`config.mk`:
```
export PLATFORM = sky130hd
export DESIGN_NAME = bicubic_interp_top
export DESIGN_NICKNAME = d
export VERILOG_FILES = /design/src/bicubic_pkg.sv /design/src/bicubic_tap_if.sv /design/src/bicubic_interp_top.sv /design/src/bicubic_tap_mult.sv /design/src/bicubic_tap_sum.sv /design/src/bicubic_weight_mult.sv
export VERILOG_INCLUDE_DIRS = /design/src /design/src/include
export SDC_FILE = /design/constraint.sdc
export NUM_CORES = 1
export LEC_CHECK = 0
export BUFFER_PORTS_ARGS = -buffer_cell sky130_fd_sc_hd__buf_4
export CAP_MARGIN = 20
export CORE_MARGIN = 2
export CORE_UTILIZATION = 54
export CTS_CLUSTER_DIAMETER = 120
export CTS_CLUSTER_SIZE = 10
export DETAILED_ROUTE_END_ITERATION = 6
export PLACE_DENSITY = 0.7
export SYNTH_ARGS = -nofsm -noshare
export SYNTH_HDL_FRONTEND = slang
export SYNTH_SLANG_ARGS = --single-unit
```
`constraint.sdc`:
```
create_clock -name clk -period 15 [get_ports clk]
set_clock_uncertainty 0.1 [all_clocks]
set_input_delay 3 -clock clk [delete_from_list [all_inputs] [get_ports clk]]
set_output_delay 3 -clock clk [all_outputs]
set_load 0.01 [all_outputs]
```
`src/include/bicubic_config.svh`:
```
`ifndef BICUBIC_CONFIG_SVH
`define BICUBIC_CONFIG_SVH

// Unsigned input and output pixel
`define BICUBIC_PIXEL_W 8

// Zero-extended pixel (9 bits) times a signed 12-bit weight
`define BICUBIC_PROD_W 21

// Four products plus the rounding offset, with headroom
`define BICUBIC_SUM_W 23

// Weights are in units of 1/2048
`define BICUBIC_FRAC_BITS 11

// Register stages in each weight multiplier, 0 to 2
`define BICUBIC_MULT_STAGES 2

`endif

```
`src/bicubic_pkg.sv`:
```
package bicubic_pkg;

    // Multiplier opcode, one per weight constant
    typedef enum logic [2:0] {
        W_N21   = 3'd0,
        W_N135  = 3'd1,
        W_N147  = 3'd2,
        W_N225  = 3'd3,
        W_P235  = 3'd4,
        W_P873  = 3'd5,
        W_P1535 = 3'd6,
        W_P1981 = 3'd7
    } weight_code_e;

    typedef enum logic [1:0] {
        PHASE_0 = 2'd0,
        PHASE_1 = 2'd1,
        PHASE_2 = 2'd2,
        PHASE_3 = 2'd3
    } phase_e;

    typedef struct packed {
        weight_code_e tap0;
        weight_code_e tap1;
        weight_code_e tap2;
        weight_code_e tap3;
    } tap_codes_t;

    // Phases 2 and 3 mirror phases 1 and 0
    function automatic tap_codes_t phase_codes(phase_e phase);
        tap_codes_t codes;
        case (phase)
            PHASE_0: codes = '{W_N147, W_P1981, W_P235, W_N21};
            PHASE_1: codes = '{W_N225, W_P1535, W_P873, W_N135};
            PHASE_2: codes = '{W_N135, W_P873, W_P1535, W_N225};
            default: codes = '{W_N21, W_P235, W_P1981, W_N147};
        endcase
        return codes;
    endfunction

    function automatic logic signed [11:0] weight_value(weight_code_e code);
        logic signed [11:0] value;
        case (code)
            W_N21:   value = -12'sd21;
            W_N135:  value = -12'sd135;
            W_N147:  value = -12'sd147;
            W_N225:  value = -12'sd225;
            W_P235:  value = 12'sd235;
            W_P873:  value = 12'sd873;
            W_P1535: value = 12'sd1535;
            default: value = 12'sd1981;
        endcase
        return value;
    endfunction

endpackage

```
`src/bicubic_tap_if.sv`:
```
`timescale 1ns/1ps
`include "bicubic_config.svh"

interface bicubic_tap_if;

    logic signed [`BICUBIC_PROD_W-1:0] product0;
    logic signed [`BICUBIC_PROD_W-1:0] product1;
    logic signed [`BICUBIC_PROD_W-1:0] product2;
    logic signed [`BICUBIC_PROD_W-1:0] product3;
    // One strobe per sample, only meaningful while en is high
    logic                              valid;

    modport source (
        output product0, product1, product2, product3, valid
    );

    modport sink (
        input product0, product1, product2, product3, valid
    );

endinterface

```
`src/bicubic_interp_top.sv`:
```
`timescale 1ns/1ps
`include "bicubic_config.svh"

module bicubic_interp_top (
    input  logic                        clk,
    input  logic                        rst_n,
    input  logic                        en,
    input  logic                        in_valid,
    input  logic [1:0]                  phase,
    input  logic [`BICUBIC_PIXEL_W-1:0] pixel0,
    input  logic [`BICUBIC_PIXEL_W-1:0] pixel1,
    input  logic [`BICUBIC_PIXEL_W-1:0] pixel2,
    input  logic [`BICUBIC_PIXEL_W-1:0] pixel3,
    output logic                        out_valid,
    output logic [`BICUBIC_PIXEL_W-1:0] out_pixel
);

    import bicubic_pkg::*;

    bicubic_tap_if taps ();

    bicubic_tap_mult u_tap_mult (
        .clk      (clk),
        .rst_n    (rst_n),
        .en       (en),
        .in_valid (in_valid),
        .phase    (phase_e'(phase)),
        .pixel0   (pixel0),
        .pixel1   (pixel1),
        .pixel2   (pixel2),
        .pixel3   (pixel3),
        .taps     (taps.source)
    );

    bicubic_tap_sum u_tap_sum (
        .clk       (clk),
        .rst_n     (rst_n),
        .en        (en),
        .taps      (taps.sink),
        .out_valid (out_valid),
        .out_pixel (out_pixel)
    );

endmodule

```
`src/bicubic_tap_mult.sv`:
```
`timescale 1ns/1ps
`include "bicubic_config.svh"

module bicubic_tap_mult (
    input  logic                        clk,
    input  logic                        rst_n,
    input  logic                        en,
    input  logic                        in_valid,
    input  bicubic_pkg::phase_e         phase,
    input  logic [`BICUBIC_PIXEL_W-1:0] pixel0,
    input  logic [`BICUBIC_PIXEL_W-1:0] pixel1,
    input  logic [`BICUBIC_PIXEL_W-1:0] pixel2,
    input  logic [`BICUBIC_PIXEL_W-1:0] pixel3,
    bicubic_tap_if.source               taps
);

    import bicubic_pkg::*;

    localparam int STAGES = `BICUBIC_MULT_STAGES;

    tap_codes_t codes;

    assign codes = phase_codes(phase);

    bicubic_weight_mult u_mult0 (
        .clk     (clk),
        .rst_n   (rst_n),
        .en      (en),
        .code    (codes.tap0),
        .pixel   (pixel0),
        .product (taps.product0)
    );

    bicubic_weight_mult u_mult1 (
        .clk     (clk),
        .rst_n   (rst_n),
        .en      (en),
        .code    (codes.tap1),
        .pixel   (pixel1),
        .product (taps.product1)
    );

    bicubic_weight_mult u_mult2 (
        .clk     (clk),
        .rst_n   (rst_n),
        .en      (en),
        .code    (codes.tap2),
        .pixel   (pixel2),
        .product (taps.product2)
    );

    bicubic_weight_mult u_mult3 (
        .clk     (clk),
        .rst_n   (rst_n),
        .en      (en),
        .code    (codes.tap3),
        .pixel   (pixel3),
        .product (taps.product3)
    );

    // Valid follows the same number of enabled stages as the products
    generate
        if (STAGES == 0) begin : g_valid_comb
            assign taps.valid = in_valid;
        end else begin : g_valid_pipe
            logic [STAGES-1:0] valid_q;

            always_ff @(posedge clk) begin
                if (!rst_n) begin
                    valid_q <= '0;
                end else if (en) begin
                    valid_q[0] <= in_valid;
                    for (int i = 1; i < STAGES; i++) begin
                        valid_q[i] <= valid_q[i-1];
                    end
                end
            end

            assign taps.valid = valid_q[STAGES-1];
        end
    endgenerate

endmodule

```
`src/bicubic_tap_sum.sv`:
```
`timescale 1ns/1ps
`include "bicubic_config.svh"

module bicubic_tap_sum (
    input  logic                        clk,
    input  logic                        rst_n,
    input  logic                        en,
    bicubic_tap_if.sink                 taps,
    output logic                        out_valid,
    output logic [`BICUBIC_PIXEL_W-1:0] out_pixel
);

    localparam int PIXEL_W   = `BICUBIC_PIXEL_W;
    localparam int SUM_W     = `BICUBIC_SUM_W;
    localparam int FRAC_BITS = `BICUBIC_FRAC_BITS;
    localparam int PIX_MAX   = (1 << PIXEL_W) - 1;

    logic signed [SUM_W-1:0] sum;
    logic signed [SUM_W-1:0] rounded;
    logic signed [SUM_W-1:0] scaled;
    logic [PIXEL_W-1:0]      clamped;

    // Products are signed, so they sign-extend to the sum width
    assign sum = taps.product0 + taps.product1 + taps.product2 + taps.product3;

    // Round half up before dropping the fraction
    assign rounded = sum + SUM_W'(1 << (FRAC_BITS - 1));
    assign scaled  = rounded >>> FRAC_BITS;

    always_comb begin
        if (scaled < 0) begin
            clamped = '0;
        end else if (scaled > PIX_MAX) begin
            clamped = '1;
        end else begin
            clamped = scaled[PIXEL_W-1:0];
        end
    end

    always_ff @(posedge clk) begin
        if (!rst_n) begin
            out_valid <= 1'b0;
            out_pixel <= '0;
        end else if (en) begin
            out_valid <= taps.valid;
            out_pixel <= clamped;
        end
    end

endmodule

```
`src/bicubic_weight_mult.sv`:
```
`timescale 1ns/1ps
`include "bicubic_config.svh"

module bicubic_weight_mult (
    input  logic                              clk,
    input  logic                              rst_n,
    input  logic                              en,
    input  bicubic_pkg::weight_code_e         code,
    input  logic [`BICUBIC_PIXEL_W-1:0]       pixel,
    output logic signed [`BICUBIC_PROD_W-1:0] product
);

    import bicubic_pkg::*;

    localparam int PROD_W = `BICUBIC_PROD_W;
    localparam int STAGES = `BICUBIC_MULT_STAGES;

    logic signed [11:0]       weight;
    logic signed [PROD_W-1:0] product_comb;

    assign weight = weight_value(code);

    // Pixel is unsigned, so extend with a zero before the signed multiply
    assign product_comb = $signed({1'b0, pixel}) * weight;

    generate
        if (STAGES == 0) begin : g_comb
            assign product = product_comb;
        end else begin : g_pipe
            logic signed [PROD_W-1:0] pipe_q [STAGES];

            always_ff @(posedge clk) begin
                if (!rst_n) begin
                    for (int i = 0; i < STAGES; i++) begin
                        pipe_q[i] <= '0;
                    end
                end else if (en) begin
                    pipe_q[0] <= product_comb;
                    for (int i = 1; i < STAGES; i++) begin
                        pipe_q[i] <= pipe_q[i-1];
                    end
                end
            end

            assign product = pipe_q[STAGES-1];
        end
    endgenerate

endmodule
```
Yosys cells after proc, flatten, opt, wreduce, memory -nomap -nowiden
Memory sizes are Yosys's and may differ from the RTL's. Cells that the tools add are included.

Add/subtract/negate cells: 4. Reduce and logical (&&, ||, !) cells: 5. Multiply operators: 4. Multiplexer cells: 19. Bitwise logic cells: 8. Order comparisons: 2. Equal/unequal tests: 26.

Operators by type and width (count): one-hot mux 12 bit (7 select lines) (4); 2-to-1 mux 21 bit (8); multiplier 9 x 12 -> 21 bit (4); == test 3 bit, second input constant (12); one-hot mux 11 bit (3 select lines) (1); == test 3 x 2 -> 1 bit, second input constant (8); adder 22 x 21 -> 23 bit (1); adder 23 x 12 -> 23 bit, second input constant (1); adder 23 x 21 -> 23 bit (1); adder 21 x 21 -> 22 bit (1); 2-to-1 mux 8 bit (2); == test 3 x 1 -> 1 bit, second input constant (4); greater-than comparator 12 x 9 -> 1 bit, second input constant (1); zero test 3 bit (4); < comparator 12 x 1 -> 1 bit, second input constant (1); OR 1 bit (8); 2-to-1 mux 1 bit (4); == test 2 x 1 -> 1 bit, second input constant (1); == test 2 bit, second input constant (1); zero test 2 bit (1).

Output and inout bits: 9. Register bits after elaboration: 11. Memory bits (writable): 168. Memories kept: 4. Bits of input ports: 38. Word-level logic and storage cells: 75.

Memories: u_tap_mult.u_mult0.g_pipe.pipe_q (words 2, bits a word 21, read ports 2, clocked after memory_dff 0, wr ports 2, RTL line bicubic_weight_mult.sv:30) `logic signed [PROD_W-1:0] pipe_q [STAGES];`; u_tap_mult.u_mult1.g_pipe.pipe_q (words 2, bits a word 21, read ports 2, clocked after memory_dff 0, wr ports 2, RTL line bicubic_weight_mult.sv:30); u_tap_mult.u_mult2.g_pipe.pipe_q (words 2, bits a word 21, read ports 2, clocked after memory_dff 0, wr ports 2, RTL line bicubic_weight_mult.sv:30); u_tap_mult.u_mult3.g_pipe.pipe_q (words 2, bits a word 21, read ports 2, clocked after memory_dff 0, wr ports 2, RTL line bicubic_weight_mult.sv:30).

Logic depth before layout (Yosys ltp)
Gate-level depths: netlist of the first run. An unclocked memory read counts as a cell.

Word-level depth: 8. Gate-level depth with buffers: 24. Gate-level depth less buffers: 21.

By module
Synthesis of the first run repeated with hierarchy kept, for this count alone.

Cell total of the unflattened synthesis: 2519. Area, all modules: 24425.9 um^2.

Modules (own cells, without submodules): bicubic_weight_mult at u_tap_mult.u_mult1 (times used 1, cells each 547, area an instance 5385.2 um^2, seq. area each 1261.2 um^2); bicubic_weight_mult at u_tap_mult.u_mult3 (times used 1, cells each 540, area an instance 5366.4 um^2, seq. area each 1261.2 um^2); bicubic_weight_mult at u_tap_mult.u_mult2 (times used 1, cells each 552, area an instance 5353.9 um^2, seq. area each 1261.2 um^2); bicubic_weight_mult at u_tap_mult.u_mult0 (times used 1, cells each 545, area an instance 5335.1 um^2, seq. area each 1261.2 um^2); bicubic_tap_sum (times used 1, cells each 316, area an instance 2821.5 um^2, seq. area each 180.2 um^2); bicubic_tap_mult (times used 1, cells each 19, area an instance 163.9 um^2, seq. area each 40.0 um^2).

Worst setup path after synthesis of the first run
OpenSTA, ideal clock, no wires.

Path kind: in2reg. Start point: input port phase[0]. End point: memory u_tap_mult.u_mult0.g_pipe.pipe_q[0][20] in the netlist's numbering (data pin). Slack: 6329 ps. Stages on the path: 24. Path buffers: 3. Setup time: 266 ps. Arrival: 8305 ps. Data required time: 14634 ps. Cell sequence: clkbuf_1 -> inv_1 -> clkbuf_1 -> ha_1 -> or2_2 -> clkbuf_1 -> nor2_1 -> nor2b_1 -> fa_1 -> ha_1 -> ha_1 -> inv_1 -> fa_1 -> inv_1 -> ha_1 -> inv_1 -> fa_1 -> and2b_1 -> o31ai_2 -> a21oi_1 -> a211oi_2 -> o31a_1 -> o21ai_0 -> or3b_1.

RTL lines: start: declaration (RTL line bicubic_interp_top.sv:9) `input logic [1:0] phase,`; end: declaration (RTL line bicubic_weight_mult.sv:30).

==> results_dict.tcl, run 1 <==
set metrics [dict create \
    floorplan.rows 71 \
    ir_worst_vdd_v 0.0001079 \
    finalHoldViolations 0 \
    antenna_violations_before_repair 0 \
    postCtsSetupRepairBufs 0 \
    place.detailed.hpwl_um 33900 \
    met3WireLength_um 1676 \
    placement.cell_area_um2 21150 \
    hold_path_class "reg -> reg" \
    top_level_port_count 47 \
    dieArea_um2 39220 \
    port_buffers 46 \
    cts_tree "built" \
    clock_tree.root_cell "clkbuf_16" \
    syn_nets 2506 \
    worst_hold_path.endpoint "u_tap_sum.out_pixel[6]" \
    regToRegSetupSlack_ns 10.77 \
    yosys_warns 0 \
    type_of_element_capturing_the_critical_path "register" \
    dieHeight_um 198.0 \
    timing.setup.critical_path_class "in -> reg" \
    detailroute.via_count 13284 \
    hp_start "u_tap_sum.out_pixel[6]" \
    worst_ep_arrival_time_ns 9.38 \
    min_period_ns 9.288 \
    netlist_area_um2 20330 \
    grtUsageTotal 0.2324 \
    ctsHtreeMaxLevel 4 \
    r2r_cell_count 13 \
    synthDominantAreaCellType "fa_1" \
    detailroute.wirelength.met2_um 20340 \
    wl_um 41860 \
    wl_met1_um 19400 \
    synth.lib_cells_used.distinct 66 \
    vias_per_cell 5.314 \
    critPathLaunchType "input pin" \
    yosys.area.top_type_share 0.2846 \
    drtIter0Drc 833 \
    grt_setup_unrepaired "no" \
    hold_depth 2 \
    number_of_hold_repair_buffers_added_at_the_cts_stage 0 \
    layoutNonFillerInstCount 2500 \
    clock_path_buffers 2 \
    outcome "completed" \
    slew_viol_final 0 \
    insertedDiodeCount 0 \
    overflow 0 \
    postSynth.asyncResetShare 0 \
    routedWlPerCell_um 16.74 \
    ant_nets 0 \
    highest_routed_metal_layer "met4" \
    ys_seq_elements 179 \
    leakage_nw 10.75 \
    synth.yosys.seq_area_share 0.2590 \
    clkLatencyLatePin_ns 0.44 \
    initial_core_utilization 0.5436 \
    setup_viol_count_final 0 \
    pin_count_of_the_biggest_net_entering_global_routing 113 \
    slew-limit-headroom 0.3298 \
    first_global_vias 13936 \
    path_max_fanout 42 \
    fin_crit_sh 0.6192 \
    synth_area_per_cell_um2 10.38 \
    core_area_um2 37400 \
    power.total_w 0.003948 \
    synthTopCellsByArea "fa_1 28%, edfxtp_1 25%, ha_1 14%, inv_1 8.0%, and3_1 3.4%" \
    cp_data_required_time_ns 15.09 \
    post_cts_resize_count 0 \
    drv_cap 0 \
    synth-edff-count 168 \
    r2r-end "u_tap_sum.out_pixel[6]" \
    net_count_of_the_finished_layout 2524 \
    power_density_nw_per_um2 181.6 \
    max_freq_mhz 107.7 \
    drt_pre_antenna_iters 5 \
    final_area_um2 21740 \
    cts_buffers 17 \
    gp_congestion 0.8482 \
    die-width_um 198.0 \
    post-route-drc-count 0 \
    fraction_of_layout_instances_using_a_drive_strength_above_1 0.05028 \
    total_negative_slack_for_setup_checks_ns 0 \
    clk_sinks 179 \
    grt_pass1_wl_um 71310 \
    clkSlewWorstSetupHoldPaths_ns 0.08 \
    rr_startpoint "u_tap_mult.u_mult0.g_pipe.pipe_q[0][28]" \
    synthFlopType "edfxtp_1" \
    place_inst 2468 \
    timing.hold.ws_ns 0.3531 \
    syn-instance-count 1958 \
    syn_to_layout_area_delta_pct 6.923 \
    actual_transition_at_the_worst_max_transition_pin_ns 1.005 \
]
[critical path, stage by stage]
cell      delay, ns
buf_4          0.43
inv_1          0.49
ha_1           0.62
or2_2          0.48
nor2_1         0.42
nor2b_1        0.11
fa_1           0.44
ha_1           0.28
ha_1           0.27
inv_1          0.07
fa_1           0.41
inv_1          0.06
ha_1           0.17
inv_1          0.07
fa_1           0.43
and2b_1        0.25
o31ai_2        0.09
a21oi_1        0.27
a211oi_2       0.13
o31a_1         0.35
o21ai_0        0.13
or3b_1         0.35
[report_power, final]
part	total [W]	switching, W	leakage (nW)	internal, W
Clock	0.000447	0.000209	0.283	0.000237
Combinational	0.00276	0.00158	8.54	0.00117
Sequential	0.000746	0.0000446	1.92	0.000702
[layer usage]
metal,GRT usage,vias to the layer above
li1,-,6366
met1,0.3265,6628
met2,0.3927,260
met3,0.03185,30
met4,0.03954,0
met5,0,-
[state kept, by name, indices dropped and copies added (netlist names)]
name	cells
u_tap_mult.u_mult2.g_pipe.pipe_q	42
u_tap_mult.u_mult0.g_pipe.pipe_q	42
u_tap_mult.g_valid_pipe.valid_q	2
u_tap_sum.out_valid	1
u_tap_sum.out_pixel	8
u_tap_mult.u_mult3.g_pipe.pipe_q	42
u_tap_mult.u_mult1.g_pipe.pipe_q	42
[cells by family after synthesis]
logic type / share of synthesized area
flip-flops: 0.2590
multiplexers: 0.004431
AO/OA/AOI/OAI: 0.06394
adder cells (fa/ha/maj): 0.4206
XOR/XNOR: 0.02111
AND/OR/NAND/NOR: 0.1405
buffers and inverters: 0.09052
[placed cells by master, fill, tap and decap left out, types with 30 or more instances in the layout]
cell,netlist,routed
a21oi_1,46,46
and2_1,47,47
and3_1,110,110
buf_4,1,51
edfxtp_1,168,168
fa_1,289,289
ha_1,221,221
inv_1,433,432
nand2_1,60,59
nand2b_1,30,30
nor2_1,117,117
nor2b_1,61,61
nor3_1,40,40
o21ai_0,44,44
[cells in the mapped netlist (3+ instances only)]
| cell | n |
|---|---|
| nor2b_1 | 61 |
| fa_1 | 289 |
| nand2b_1 | 30 |
| nor3_1 | 40 |
| a311oi_1 | 3 |
| o21ai_1 | 4 |
| xnor2_1 | 23 |
| nand3b_1 | 4 |
| o41ai_1 | 3 |
| o211ai_1 | 7 |
| inv_1 | 433 |
| nand3_1 | 23 |
| o31a_1 | 7 |
| a21o_1 | 10 |
| a31oi_1 | 9 |
| nor4b_1 | 5 |
| clkbuf_1 | 45 |
| nor3b_1 | 4 |
| o21ai_0 | 44 |
| dfxtp_1 | 11 |
| nor2_1 | 117 |
| edfxtp_1 | 168 |
| a21boi_0 | 4 |
| or3_1 | 10 |
| o21a_1 | 14 |
| a21oi_1 | 46 |
| nand4_1 | 3 |
| a211oi_1 | 16 |
| or2_2 | 6 |
| nand2_1 | 60 |
| o31ai_1 | 5 |
| mux2i_1 | 9 |
| and3_1 | 110 |
| ha_1 | 221 |
| and2_1 | 47 |
| xor2_1 | 26 |
| buf_1 | 3 |
[cell type report]
| class | count | area [um^2] |
|---|---|---|
| repair buffers | 51 | 382.9 |
| multi-input cells | 1294 | 13230 |
| flip-flops and latches | 179 | 5265 |
| clock inverters | 14 | 163.9 |
| inverters | 433 | 1630 |
| well taps | 511 | 639.4 |
| fillers | 3173 | 15660 |
| clock buffers | 18 | 429.2 |
[through the flow]
stage / utilization / setup slack [ns]
detailed placement: 0.5654 / 5.316
global route: 0.5813 / 5.309
floorplan: - / 6.329
finish: 0.5813 / 5.712
global placement: 0.5654 / 5.499
CTS: 0.5813 / 5.779
[how the worst max path moves through the flow]
stage	from	end	cells after the start	slack (ns)
after floorplan	phase[0]	u_tap_mult.u_mult0.g_pipe.pipe_q[0][20]	24	6.33
after global placement	phase[0]	u_tap_mult.u_mult0.g_pipe.pipe_q[0][20]	22	5.50
after detailed placement	phase[0]	u_tap_mult.u_mult0.g_pipe.pipe_q[0][20]	22	5.32
after CTS	phase[0]	u_tap_mult.u_mult0.g_pipe.pipe_q[0][20]	22	5.78
after global routing	phase[0]	u_tap_mult.u_mult0.g_pipe.pipe_q[0][20]	22	5.31
final	phase[0]	u_tap_mult.u_mult0.g_pipe.pipe_q[0][20]	22	5.71
(Power assumes the default switching activity.)
==> run 2: changes to the inputs <==
Settings changed: ABC_AREA set to 1.
Clock period 15 ns to 8.7 ns, I/O delays scaled along.
==> results_dict.tcl, run 2 <==
set metrics [dict create \
    outcome "completed" \
    drt_pre_antenna_iters 5 \
    clock_path_buffers 2 \
    cp_cell_sequence "buf_4 -> inv_1 -> ha_1 -> nor2_1 -> inv_1 -> a21oi_1 -> nor2_1 -> fa_1 -> ha_1 -> ha_1 -> inv_1 -> fa_1 -> inv_1 -> ha_1 -> inv_1 -> fa_1 -> inv_1 -> nand2_1 -> o21ai_1 -> a21oi_1 -> o21ai_1 -> a21oi_1 -> o21ai_0 -> a21oi_1" \
    path_max_fanout 18 \
    setup_viol_count_final 0 \
    critPathLaunchType "input pin" \
    antenna_violations_before_repair 0 \
    grtUsageTotal 0.2507 \
    dieArea_um2 39960 \
    compound_gate_fraction_of_synth_area 0.06781 \
    actual_transition_at_the_worst_max_transition_pin_ns 1.008 \
    synth.most_common_cell "inv_1" \
    synthAdderAreaFrac 0.4126 \
    layoutNonFillerInstCount 2907 \
    synthTopCellsByArea "fa_1 28%, edfxtp_1 24%, ha_1 13%, inv_1 13%, nand2_1 5.5%" \
    yosys.area.top_type_share 0.2792 \
    max_freq_mhz 136.4 \
    core_area_um2 37760 \
    wl_um 46670 \
    synthDominantAreaCellType "fa_1" \
    post-route-drc-count 0 \
    dieHeight_um 199.9 \
    syn_to_layout_area_delta_pct 7.221 \
    min_period_ns 7.332 \
    fraction_of_layout_instances_using_a_drive_strength_above_1 0.04301 \
    worst_ep_arrival_time_ns 7.42 \
    slew_viol_final 0 \
    cts_tree "built" \
    fin_crit_sh 0.8427 \
    synth-simple-area-share 0.1252 \
    slowest_delay_ns 0.67 \
    post_cts_resize_count 0 \
    type_of_element_capturing_the_critical_path "register" \
    syn_nets 2894 \
    drv_cap 0 \
    postSynth.asyncResetShare 0 \
    clkLatencyLatePin_ns 0.44 \
    place_inst 2874 \
    drtIter0Drc 976 \
    initial_core_utilization 0.5489 \
    ir_worst_vdd_v 0.0001710 \
    postCtsSetupRepairBufs 0 \
    leakage_nw 11.83 \
    synth_area_per_cell_um2 8.833 \
    clkSlewWorstSetupHoldPaths_ns 0.07 \
    ant_nets 0 \
    synth.lib_cells_used.distinct 41 \
    place_worst_setup_slack_ns 1.020 \
    finalCoreUtilization 0.5885 \
    synthFlopType "edfxtp_1" \
    grt_setup_unrepaired "no" \
    yosys_warns 0 \
    total_negative_slack_for_setup_checks_ns 0 \
    clock_tree.root_cell "clkbuf_16" \
    largest_family_of_logic_cells_by_synthesized_area "adder cells" \
    setup_slack_ns 1.368 \
    slew-limit-headroom 0.3281 \
    floorplan.rows 71 \
    finalHoldViolations 0 \
    ys_top_cells_by_count "693 x inv_1, 305 x nand2_1, 289 x fa_1" \
    timing.hold.ws_ns 0.3522 \
    clk_sinks 179 \
    ys_seq_elements 179 \
    vias_per_cell 5.023 \
    place.detailed.hpwl_um 39120 \
    overflow 0 \
    top_level_port_count 47 \
    port_buffers 46 \
    crit_slowest_cell "nor2_1" \
    gp_congestion 0.9300 \
    syn-instance-count 2346 \
    grt_pass1_wl_um 76780 \
    number_of_hold_repair_buffers_added_at_the_cts_stage 0 \
    ctsHtreeMaxLevel 4 \
    cts_buffers 17 \
    critPathMostFrequentCell "inv_1" \
    synth_xor_xnor_area_share 0.008030 \
    mostFrequentLayoutCells "692 x inv_1, 304 x nand2_1, 289 x fa_1" \
    synth.yosys.seq_area_share 0.2541 \
    timing.setup.critical_path_class "in -> reg" \
    die-width_um 199.9 \
    pin_count_of_the_biggest_net_entering_global_routing 97 \
    routedWlPerCell_um 16.05 \
    muxShareOfSynthArea 0 \
    power_density_nw_per_um2 315.0 \
    first_global_vias 15172 \
    synth-edff-count 168 \
    netlist_area_um2 20720 \
    cp_data_required_time_ns 8.79 \
    detailroute.via_count 14603 \
    net_count_of_the_finished_layout 2930 \
    final_common_cell "inv_1" \
    hold_path_class "reg -> reg" \
]
[run 2: cell types whose count changed after synthesis, sizes merged, moves of 18 or more]
cell    delta
and3     -110
nor2     +166
inv      +262
and2      -47
nor3      -34
nand2b    -30
nand2    +251
nor2b     -61
xor2      -20
o21ai     +24
a21oi     +95
a211oi    -18
[run 2: per-layer routing]
layer | vias up | global-route usage | share of wire
met5 | - | 0 | 0
met4 | 0 | 0.06694 | 0.022
met3 | 65 | 0.02638 | 0.038
met2 | 307 | 0.4397 | 0.49
met1 | 7066 | 0.3337 | 0.45
li1 | 7165 | - | -
[run 2: path summary, 6_finish.rpt]
check / from / to / slack (ns) / cells after the start
max: phase[0] / u_tap_mult.u_mult0.g_pipe.pipe_q[0][14] / 1.37 / 24
min: u_tap_sum.out_pixel[2] / u_tap_sum.out_pixel[2] / 0.35 / 2
max reg2reg: u_tap_mult.u_mult3.g_pipe.pipe_q[0][34] / u_tap_sum.out_pixel[2] / 5.10 / 15
min reg2reg: u_tap_sum.out_pixel[2] / u_tap_sum.out_pixel[2] / 0.35 / 2
[run 2: kinds of logic (layout without fill, tap and decap cells)]
| logic type | count (synthesis) | count (layout) |
|---|---|---|
| and+or+nand+nor | 654 | 654 |
| AOI/OAI and AO/OA | 254 | 254 |
| other | 0 | 1 |
| xor gates and xnor gates | 19 | 19 |
| adders and majority gates | 510 | 510 |
| DFF | 179 | 179 |
| buffers and inverters | 730 | 779 |
[run 2: per-stage QoR]
stage	total power [W]	cell area, um^2
detailed placement	0.006185	21630
CTS	0.006998	22220
global placement	0.006118	21630
floorplan	0.004922	20720
finish	0.006999	22220
global route	0.007822	22220
[run 2: power by group]
part,leakage (nW),total [W],switching [W],internal (W)
combinational,9.61,0.00494,0.00317,0.00177
clock,0.279,0.000765,0.000339,0.000426
sequential,1.94,0.00129,0.0000886,0.00120
[run 2: final cells by class]
cell class / count / area (um^2)
tap: 511 / 639.4
antenna: 1 / 2.502
fill: 3404 / 15540
clock buffer: 18 / 429.2
multi-input combinational: 1437 / 12720
clock inverter: 14 / 153.9
sequential: 179 / 5265
inverter: 695 / 2614
timing repair buffer: 52 / 390.4
[run 2: critical path: cells and delay by family]
kind,cells,cell delay (ns)
buffers and inverters,7,0.79
AOI/OAI and AO/OA,7,1.57
and+or+nand+nor,3,0.85
adders and majority gates,7,2.46
